--- src/uart_cfg_pkg.sv ---
package uart_cfg_pkg;

  // Bit-period counter wide enough for slow baud rates
  typedef logic [15:0] baud_cnt_t;

  // Clock cycles per serial bit
  // 434 gives 115200 baud from a 50 MHz clock
  localparam baud_cnt_t BIT_CYCLES = 16'd16;

  // Mid-bit sampling point
  localparam baud_cnt_t HALF_BIT = BIT_CYCLES >> 1;

  localparam int DATA_BITS = 8;

  // Start bit, data bits, parity bit, stop bit
  localparam int FRAME_BITS = DATA_BITS + 3;

  // Idle bit times between the two bytes of a write
  localparam int GAP_BITS = 15;

  localparam baud_cnt_t GAP_CYCLES = baud_cnt_t'(GAP_BITS * BIT_CYCLES);

endpackage

--- src/uart_cmd_pkg.sv ---
package uart_cmd_pkg;

  localparam int CMD_WIDTH = 16;

  // Set for a write, clear for a read
  localparam int RW_BIT = 15;

  typedef logic [CMD_WIDTH-1:0] cmd_t;

  typedef logic [7:0] byte_t;

  // Operation carried in the command's top bit
  typedef enum logic
  {
    OP_READ  = 1'b0,
    OP_WRITE = 1'b1
  } cmd_op_e;

  typedef enum logic [3:0]
  {
    IDLE,
    RW_JUDGE,
    SEND_HI,
    WAIT_HI,
    GAP,
    SEND_LO,
    WAIT_LO,
    RECV_REPLY,
    DELIVER
  } cmd_state_e;

endpackage

--- src/uart_byte_if.sv ---
`timescale 1ns/1ps

// Byte hand-off from the controller to the transmit framer
interface uart_tx_if import uart_cmd_pkg::*; ();

  logic  start;
  byte_t data;
  logic  busy;
  logic  done;

  modport ctrl
  (
    output start,
    output data,
    input  busy,
    input  done
  );

  modport framer
  (
    input  start,
    input  data,
    output busy,
    output done
  );

endinterface

// Reply byte from the receive framer back to the controller
interface uart_rx_if import uart_cmd_pkg::*; ();

  logic  arm;
  byte_t data;
  logic  valid;
  logic  parity_err;

  modport ctrl
  (
    output arm,
    input  data,
    input  valid,
    input  parity_err
  );

  modport framer
  (
    input  arm,
    output data,
    output valid,
    output parity_err
  );

endinterface

--- src/uart_tx_frame.sv ---
`timescale 1ns/1ps

module uart_tx_frame import uart_cfg_pkg::*;
(
  input  logic    clk,
  input  logic    rst_n,
  uart_tx_if.framer bus,
  output logic    tx
);

  logic                 busy;
  baud_cnt_t            baud_cnt;
  logic [3:0]           bit_idx;
  // Data bits, parity and stop still to go out
  logic [DATA_BITS+1:0] shreg;
  logic                 bit_end;
  logic                 last_bit;

  assign bit_end  = (baud_cnt == BIT_CYCLES - 1'b1);
  assign last_bit = (bit_idx == FRAME_BITS - 1);

  assign bus.busy = busy;
  assign bus.done = busy && bit_end && last_bit;

  always_ff @(posedge clk or negedge rst_n)
  begin
    if (!rst_n)
    begin
      busy     <= 1'b0;
      tx       <= 1'b1;
      baud_cnt <= '0;
      bit_idx  <= '0;
    end
    else if (!busy)
    begin
      if (bus.start)
      begin
        // Start bit goes out right away
        busy     <= 1'b1;
        tx       <= 1'b0;
        baud_cnt <= '0;
        bit_idx  <= '0;
      end
    end
    else if (bit_end)
    begin
      baud_cnt <= '0;
      if (last_bit)
      begin
        busy <= 1'b0;
        tx   <= 1'b1;
      end
      else
      begin
        tx      <= shreg[0];
        bit_idx <= bit_idx + 1'b1;
      end
    end
    else
    begin
      baud_cnt <= baud_cnt + 1'b1;
    end
  end

  // Even parity over the data byte
  always_ff @(posedge clk)
  begin
    if (!busy && bus.start)
      shreg <= {1'b1, ^bus.data, bus.data};
    else if (busy && bit_end)
      shreg <= shreg >> 1;
  end

  a_start_when_idle: assert property (@(posedge clk) disable iff (!rst_n)
    bus.start |-> !busy);

  a_idle_line_high: assert property (@(posedge clk) disable iff (!rst_n)
    !busy |-> tx);

endmodule

--- src/uart_rx_frame.sv ---
`timescale 1ns/1ps

module uart_rx_frame import uart_cfg_pkg::*;
(
  input  logic    clk,
  input  logic    rst_n,
  input  logic    rx,
  uart_rx_if.framer bus
);

  logic                 rx_meta;
  logic                 rx_sync;
  logic                 rx_prev;
  logic                 fall;
  logic                 active;
  baud_cnt_t            baud_cnt;
  logic [3:0]           bit_idx;
  logic                 sample;
  logic [DATA_BITS-1:0] data_q;
  logic                 par_q;
  logic                 valid_q;
  logic                 perr_q;

  assign fall   = rx_prev && !rx_sync;
  assign sample = active && (baud_cnt == BIT_CYCLES - 1'b1);

  assign bus.data       = data_q;
  assign bus.valid      = valid_q;
  assign bus.parity_err = perr_q;

  // Two-flop synchronizer plus one stage for edge detection
  always_ff @(posedge clk or negedge rst_n)
  begin
    if (!rst_n)
    begin
      rx_meta <= 1'b1;
      rx_sync <= 1'b1;
      rx_prev <= 1'b1;
    end
    else
    begin
      rx_meta <= rx;
      rx_sync <= rx_meta;
      rx_prev <= rx_sync;
    end
  end

  always_ff @(posedge clk or negedge rst_n)
  begin
    if (!rst_n)
    begin
      active   <= 1'b0;
      baud_cnt <= '0;
      bit_idx  <= '0;
      valid_q  <= 1'b0;
      perr_q   <= 1'b0;
    end
    else
    begin
      valid_q <= 1'b0;
      perr_q  <= 1'b0;
      if (!active)
      begin
        if (bus.arm && fall)
        begin
          // First sample lands half a bit after the edge
          active   <= 1'b1;
          baud_cnt <= BIT_CYCLES - HALF_BIT - 1'b1;
          bit_idx  <= '0;
        end
      end
      else if (sample)
      begin
        baud_cnt <= '0;
        bit_idx  <= bit_idx + 1'b1;
        if (bit_idx == 4'd0 && rx_sync)
        begin
          // Glitch rather than a real start bit
          active <= 1'b0;
        end
        else if (bit_idx == FRAME_BITS - 1)
        begin
          active  <= 1'b0;
          valid_q <= (par_q == ^data_q);
          perr_q  <= (par_q != ^data_q);
        end
      end
      else
      begin
        baud_cnt <= baud_cnt + 1'b1;
      end
    end
  end

  // LSB arrives first
  always_ff @(posedge clk)
  begin
    if (sample && bit_idx >= 4'd1 && bit_idx <= DATA_BITS)
      data_q <= {rx_sync, data_q[DATA_BITS-1:1]};
    if (sample && bit_idx == DATA_BITS + 1)
      par_q <= rx_sync;
  end

  a_result_exclusive: assert property (@(posedge clk) disable iff (!rst_n)
    !(bus.valid && bus.parity_err));

endmodule

--- src/uart_cmd_ctrl.sv ---
`timescale 1ns/1ps

module uart_cmd_ctrl import uart_cfg_pkg::*, uart_cmd_pkg::*;
(
  input  logic  clk,
  input  logic  rst_n,
  input  cmd_t  cmd_in,
  input  logic  cmd_vld,
  output logic  cmd_rdy,
  output logic  read_rdy,
  output byte_t read_data,
  output logic  read_err,
  uart_tx_if.ctrl txb,
  uart_rx_if.ctrl rxb
);

  cmd_state_e state;
  cmd_state_e next_state;
  cmd_t       cmd_buf;
  cmd_op_e    op;
  baud_cnt_t  gap_cnt;
  logic       reply_end;

  assign reply_end = (state == RECV_REPLY) && (rxb.valid || rxb.parity_err);

  assign cmd_rdy = (state == IDLE);
  assign rxb.arm = (state == RECV_REPLY);

  // Launch a frame only once the framer has gone idle
  assign txb.start = (state == SEND_HI || state == SEND_LO) && !txb.busy;
  assign txb.data  = (state == SEND_LO) ? cmd_buf[$bits(byte_t)-1:0]
                                        : cmd_buf[CMD_WIDTH-1 -: $bits(byte_t)];

  always_comb
  begin
    next_state = state;
    case (state)
      IDLE:
        if (cmd_vld)
          next_state = RW_JUDGE;
      RW_JUDGE:
        next_state = SEND_HI;
      SEND_HI:
        if (!txb.busy)
          next_state = WAIT_HI;
      WAIT_HI:
        if (txb.done)
          next_state = (op == OP_WRITE) ? GAP : RECV_REPLY;
      GAP:
        if (gap_cnt == GAP_CYCLES - 1'b1)
          next_state = SEND_LO;
      SEND_LO:
        if (!txb.busy)
          next_state = WAIT_LO;
      WAIT_LO:
        if (txb.done)
          next_state = IDLE;
      RECV_REPLY:
        if (rxb.valid || rxb.parity_err)
          next_state = DELIVER;
      DELIVER:
        next_state = IDLE;
      default:
        next_state = IDLE;
    endcase
  end

  always_ff @(posedge clk or negedge rst_n)
  begin
    if (!rst_n)
      state <= IDLE;
    else
      state <= next_state;
  end

  // Operation decoded once per command
  always_ff @(posedge clk or negedge rst_n)
  begin
    if (!rst_n)
      op <= OP_READ;
    else if (state == RW_JUDGE)
      op <= cmd_op_e'(cmd_buf[RW_BIT]);
  end

  always_ff @(posedge clk or negedge rst_n)
  begin
    if (!rst_n)
      gap_cnt <= '0;
    else if (state == GAP)
      gap_cnt <= gap_cnt + 1'b1;
    else
      gap_cnt <= '0;
  end

  // Result strobes land in DELIVER
  always_ff @(posedge clk or negedge rst_n)
  begin
    if (!rst_n)
    begin
      read_rdy <= 1'b0;
      read_err <= 1'b0;
    end
    else
    begin
      read_rdy <= (state == RECV_REPLY) && rxb.valid;
      read_err <= (state == RECV_REPLY) && rxb.parity_err;
    end
  end

  always_ff @(posedge clk)
  begin
    if (state == IDLE && cmd_vld)
      cmd_buf <= cmd_in;
    if (reply_end)
      read_data <= rxb.data;
  end

  a_state_legal: assert property (@(posedge clk) disable iff (!rst_n)
    state inside {IDLE, RW_JUDGE, SEND_HI, WAIT_HI, GAP, SEND_LO, WAIT_LO,
                  RECV_REPLY, DELIVER});

  a_read_result_exclusive: assert property (@(posedge clk) disable iff (!rst_n)
    !(read_rdy && read_err));

endmodule

--- src/uart_cmd_top.sv ---
`timescale 1ns/1ps

module uart_cmd_top import uart_cmd_pkg::*;
(
  input  logic  clk,
  input  logic  rst_n,
  input  cmd_t  cmd_in,
  input  logic  cmd_vld,
  input  logic  rx,
  output logic  tx,
  output logic  cmd_rdy,
  output logic  read_rdy,
  output byte_t read_data,
  output logic  read_err
);

  uart_tx_if tx_bus ();
  uart_rx_if rx_bus ();

  uart_cmd_ctrl ctrl_i
  (
    .clk       (clk),
    .rst_n     (rst_n),
    .cmd_in    (cmd_in),
    .cmd_vld   (cmd_vld),
    .cmd_rdy   (cmd_rdy),
    .read_rdy  (read_rdy),
    .read_data (read_data),
    .read_err  (read_err),
    .txb       (tx_bus.ctrl),
    .rxb       (rx_bus.ctrl)
  );

  uart_tx_frame tx_frame_i
  (
    .clk   (clk),
    .rst_n (rst_n),
    .bus   (tx_bus.framer),
    .tx    (tx)
  );

  uart_rx_frame rx_frame_i
  (
    .clk   (clk),
    .rst_n (rst_n),
    .rx    (rx),
    .bus   (rx_bus.framer)
  );

endmodule

--- config.mk ---
export PLATFORM = sky130hd
export DESIGN_NAME = uart_cmd_top
export DESIGN_NICKNAME = d
export VERILOG_FILES = /design/src/uart_cfg_pkg.sv /design/src/uart_cmd_pkg.sv /design/src/uart_byte_if.sv /design/src/uart_tx_frame.sv /design/src/uart_rx_frame.sv /design/src/uart_cmd_ctrl.sv /design/src/uart_cmd_top.sv
export SDC_FILE = /design/constraint.sdc
export NUM_CORES = 1
export LEC_CHECK = 0
export BUFFER_PORTS_ARGS = -buffer_cell sky130_fd_sc_hd__buf_2
export CAP_MARGIN = 20
export CORE_ASPECT_RATIO = 1.1
export CORE_MARGIN = 5
export CORE_UTILIZATION = 37
export CTS_CLUSTER_SIZE = 40
export DETAILED_ROUTE_END_ITERATION = 10
export PLACE_DENSITY = 0.53
export SYNTH_ARGS = -nofsm -noshare
export SYNTH_HDL_FRONTEND = slang
export SYNTH_SLANG_ARGS = --single-unit
--- constraint.sdc ---
create_clock -name clk -period 4.9 [get_ports clk]
set_clock_uncertainty 0.2 [all_clocks]
set_input_delay 0.49 -clock clk [delete_from_list [all_inputs] [get_ports clk]]
set_output_delay 0.49 -clock clk [all_outputs]
set_load 0.01 [all_outputs]
==> results <==
- For this run, the total global-route usage over all layers was measured as 13.4%.
- The cell sitting at the root of the clock tree is a sky130_fd_sc_hd__clkbuf_16.
- The first routing iteration left around 270 violations.
- The clock sink total is 114.
- The critical path starts at ctrl_i.state[1]$_DFFE_PN0P_.
- For this run, design rule violations remaining after detail routing come to 0.
- The reg-to-reg endpoint is tx_frame_i.shreg[5]$_DFFE_PP_.
- The horizontal die dimension is 126 um.
- The final route contains ~3800 vias.
- The later pin in the worst-skew pair is clocked with a latency of between 0.4 and 0.5 ns.
- The run finished with clean final reports.
- The number of gates given a new drive strength after cts is 0.
- Counting every net in the synthesized netlist gives 530.
- The via count of the first global-routing pass is about 3700.
- The post-detailed-route via-to-cell ratio is 5.15.
- For this block, the routed nets add up to ~11000 um of wire.
- The min-delay analysis places its worst path in the category in2reg.
- Data on the critical path is required at its endpoint by around 4.8 ns.
- For this configuration, the core starts out at a cell density of 37.8%.
- The endpoint kind of the worst setup timing path is a flop.
- The initial antenna violation count is 0.
- The library cells used most frequently in the layout, excluding fill and tap cells, are sky130_fd_sc_hd__dfrtp_1, sky130_fd_sc_hd__nor2_1, sky130_fd_sc_hd__edfxtp_1, sky130_fd_sc_hd__nand2_1, sky130_fd_sc_hd__buf_2.
- The data arrival at the endpoint of the critical path is ~2.8 ns.
- The floorplan die area is 0.0173 mm2.
- Summing all placed instances gives a cell area of around 0.0058 mm2.
- Following the worst setup path forward leads to its endpoint at tx_frame_i.shreg[5]$_DFFE_PP_.
- The number of synthesized flops with an enable pin is between 40 and 50.
- Compared with the post-synthesis result, the final layout area differs by 17.9%.
- Counting cells, the worst reg-to-reg path comes to 4.
- Routability-driven placement finished with a final weighted congestion of between 0.7 and 0.8.
- STA classifies the critical path startpoint as a flop.
- The number of top-level pins is 32.
- The final period utilization is around 60%.
- The total of endpoints with negative setup slack in the final report is 0.
- Dividing the detail-routed wire length by the instance count gives approximately 15 um.
- After layout, the minimum clock period comes to between 2 and 3 ns.
- Based on the critical path, the design can be clocked at up to between 300 and 400 MHz.
- The number of buffers inserted to repair setup after CTS is 0.
- Power spread over the standard cell area amounts to between 500 and 600 mW/mm2.
- The maximum buffer depth of the clock tree is 2.
- The hold violation total from the final report is 0.
- In the final timing run, aggregate negative setup slack is 0 ns.
- The floorplan core area is ~0.014 mm2.
- The vertical extent of the die is approximately 140 um.
- The slack of the worst reg-to-reg path is roughly 1.9 ns.
- TritonCTS created 17 clock buffers.
- The number of antenna diodes in the final layout is 0.
- The clock slew seen by the registers of the worst setup and hold paths is 0.06 ns.
- The post-placement worst setup slack is roughly 1.9 ns.
- The combined area of the multi-input logic cells is approximately 0.0022 mm2.
- The count of synthesis-stage warnings from yosys is 0.
- The transition at the pin with the smallest max-transition slack is roughly 0.9 ns.
- Buffers placed on the I/O ports in this run total 31.
- The estimated wirelength of the detail-placed design is about 7300 um.
- The number of max-slew violations in the final report is 0.
- Once detail routing completed, the nets flagged for antenna violations numbered 0.
- After routing the design area is 0.00644 mm2.
- The TritonCTS clock tree is yes.
- The initialized floorplan defines between 40 and 50 standard-cell rows.
- The total iterations of the first detailed-routing run is 5.
- The most common flop cell mapped by yosys is sky130_fd_sc_hd__dfrtp_1.
- The proportion of register bits with asynchronous set or reset after synthesis is 62.3%.
- The relative slew slack is about two fifths.
- The worst path setup slack after routing is between 1.5 and 2 ns.
- The reg-to-reg startpoint is ctrl_i.state[1]$_DFFE_PN0P_.
- The instance count of the mapped netlist is 501.
- For this design the static power due to leakage is about 2.6 nW.
- The quantity of hold-fixing buffers added after cts is 2.
- The largest fanout on the critical path is 24.
- The most frequent standard cell in the layout excluding fill and tap cells is sky130_fd_sc_hd__dfrtp_1.
- In this run the cell area of the synthesized design comes to roughly 0.0055 mm2.
- Of the cells placed in the final design, the portion with a size suffix greater than 1 is between 10% and 20%.
- The wire length of the first global-routing pass is 18500 um.
- Entering global routing, the biggest net connects 54 pins.
- Synthesis inferred 114 register bits.
- The H-tree depth is 4.
- After global routing the overflow that remains totals 0.
- The worst hold slack is approximately 0.047 ns.
- The utilization after layout is 44.6%.
- The per-instance average area after synthesis is around 11 um2.
- The proportion of synthesized chip area in sequential cells is ~56%.
- The sequential cell area is slightly above 0.003 mm2.
- The maximum vdd ir drop is 0.279 mV.
- After the last flow step, the layout net total stands at 566.
- Setup repair after global routing left no endpoint under its margin.
- The number of library cell types mapped by synthesis is between 50 and 60.
- The max-capacitance violation count is 0.
- The count of filler cells inserted in the layout is about 1300.
- The setup path with the least slack is of type reg2reg.
per-stage QoR:
| step | power, mW | instances |
|---|---|---|
| after floorplan | 1.79 | 501 |
| after CTS | 3.28 | 739 |
| after global placement | 1.93 | 705 |
| after global routing | 3.43 | 742 |
| final | 3.25 | 742 |
| after detailed placement | 1.95 | 705 |
how the worst min path moves through the flow:
| stage | startpoint | to | slack (ns) | cells after the start |
|---|---|---|---|---|
| after global routing | cmd_in[1] | ctrl_i.cmd_buf[1]$_DFFE_PP_ | 0.03 | 1 |
| after floorplan | rst_n | ctrl_i.gap_cnt[0]$_DFF_PN0_ | -0.006 | 0 |
| after CTS | cmd_in[9] | ctrl_i.cmd_buf[9]$_DFFE_PP_ | 0.03 | 1 |
| after detailed placement | rx_frame_i.rx_meta$_DFF_PN1_ | rx_frame_i.rx_sync$_DFF_PN1_ | 0.15 | 0 |
| final | cmd_in[9] | ctrl_i.cmd_buf[9]$_DFFE_PP_ | 0.05 | 1 |
| after global placement | rx_frame_i.rx_meta$_DFF_PN1_ | rx_frame_i.rx_sync$_DFF_PN1_ | 0.15 | 0 |
critical path: stages, from the launching register on:
cell and delay [ns]:
sky130_fd_sc_hd__dfrtp_1 0.50, sky130_fd_sc_hd__nand4bb_1 0.56, sky130_fd_sc_hd__a21oi_2 0.89, sky130_fd_sc_hd__a21oi_1 0.14, sky130_fd_sc_hd__inv_1 0.32
state kept, by name, summed over array words and instances, names as in the netlist:
register / cells
ctrl_i.cmd_buf: 16
ctrl_i.gap_cnt: 16
ctrl_i.op: 1
ctrl_i.read_data: 8
ctrl_i.read_err: 1
ctrl_i.read_rdy: 1
ctrl_i.state: 4
rx_frame_i.active: 1
rx_frame_i.baud_cnt: 16
rx_frame_i.bit_idx: 4
rx_frame_i.bus.data: 8
rx_frame_i.bus.parity_err: 1
rx_frame_i.bus.valid: 1
rx_frame_i.par_q: 1
rx_frame_i.rx_meta: 1
rx_frame_i.rx_prev: 1
rx_frame_i.rx_sync: 1
tx_frame_i.baud_cnt: 16
tx_frame_i.bit_idx: 4
tx_frame_i.bus.busy: 1
tx_frame_i.shreg: 10
tx_frame_i.tx: 1
area by class of cell:
| class | count | share of cell area, % |
|---|---|---|
| repair buffers | 37 | 3.15 |
| clock buffers | 17 | 6.60 |
| inverters | 14 | 0.816 |
| clock inverters | 15 | 3.26 |
| flip-flops and latches | 114 | 47.5 |
| well taps | 192 | 3.73 |
| multi-input cells | 353 | 34.9 |
synthesized netlist by cell type (4+ instances only):
master | count | share of area, %
sky130_fd_sc_hd__inv_1 | 14 | 0.96
sky130_fd_sc_hd__nor3_1 | 6 | 0.55
sky130_fd_sc_hd__nor2b_1 | 4 | 0.46
sky130_fd_sc_hd__edfxtp_1 | 42 | 23
sky130_fd_sc_hd__clkbuf_1 | 13 | 0.89
sky130_fd_sc_hd__xor2_1 | 20 | 3.2
sky130_fd_sc_hd__and3_1 | 10 | 1.1
sky130_fd_sc_hd__nor4_1 | 8 | 0.92
sky130_fd_sc_hd__mux2_2 | 4 | 0.82
sky130_fd_sc_hd__nand4b_1 | 6 | 0.96
sky130_fd_sc_hd__dfstp_2 | 4 | 1.9
sky130_fd_sc_hd__a21oi_1 | 17 | 1.6
sky130_fd_sc_hd__nor2_1 | 48 | 3.3
sky130_fd_sc_hd__and2_1 | 5 | 0.57
sky130_fd_sc_hd__o31ai_1 | 5 | 0.69
sky130_fd_sc_hd__nand4_1 | 14 | 1.6
sky130_fd_sc_hd__a31oi_1 | 19 | 2.2
sky130_fd_sc_hd__xnor2_1 | 28 | 4.5
sky130_fd_sc_hd__a22o_1 | 4 | 0.64
sky130_fd_sc_hd__nand3_1 | 19 | 1.7
sky130_fd_sc_hd__ha_1 | 9 | 2.1
sky130_fd_sc_hd__nand2b_1 | 8 | 0.92
sky130_fd_sc_hd__o21ai_0 | 22 | 2.0
sky130_fd_sc_hd__nand2_1 | 41 | 2.8
sky130_fd_sc_hd__o21ai_1 | 8 | 0.73
sky130_fd_sc_hd__and4_1 | 4 | 0.64
sky130_fd_sc_hd__dfrtp_1 | 67 | 31
per-layer routing:
metal	wire, um	global-route usage, %
met1	5180	17.5
met2	5130	20.8
met3	346	4.15
met4	199	5.66
met5	0	0
power breakdown:
| part | leakage [nW] | total, mW | switching (mW) | internal, mW |
|---|---|---|---|---|
| clock | 0.304 | 1.32 | 0.461 | 0.855 |
| sequential | 1.33 | 1.29 | 0.158 | 1.13 |
| combinational | 0.981 | 0.645 | 0.351 | 0.294 |
kinds of logic after synthesis:
| family | Yosys count | synth area share, % |
|---|---|---|
| and+or+nand+nor | 199 | 19.7 |
| adders and majority gates | 9 | 2.06 |
| xor gates and xnor gates | 48 | 7.69 |
| DFF | 114 | 56.0 |
| AOI/OAI and AO/OA | 92 | 10.7 |
| muxes | 5 | 1.01 |
| buffers and inverters | 34 | 2.82 |
No activity file was read; power rests on OpenSTA's default activity.
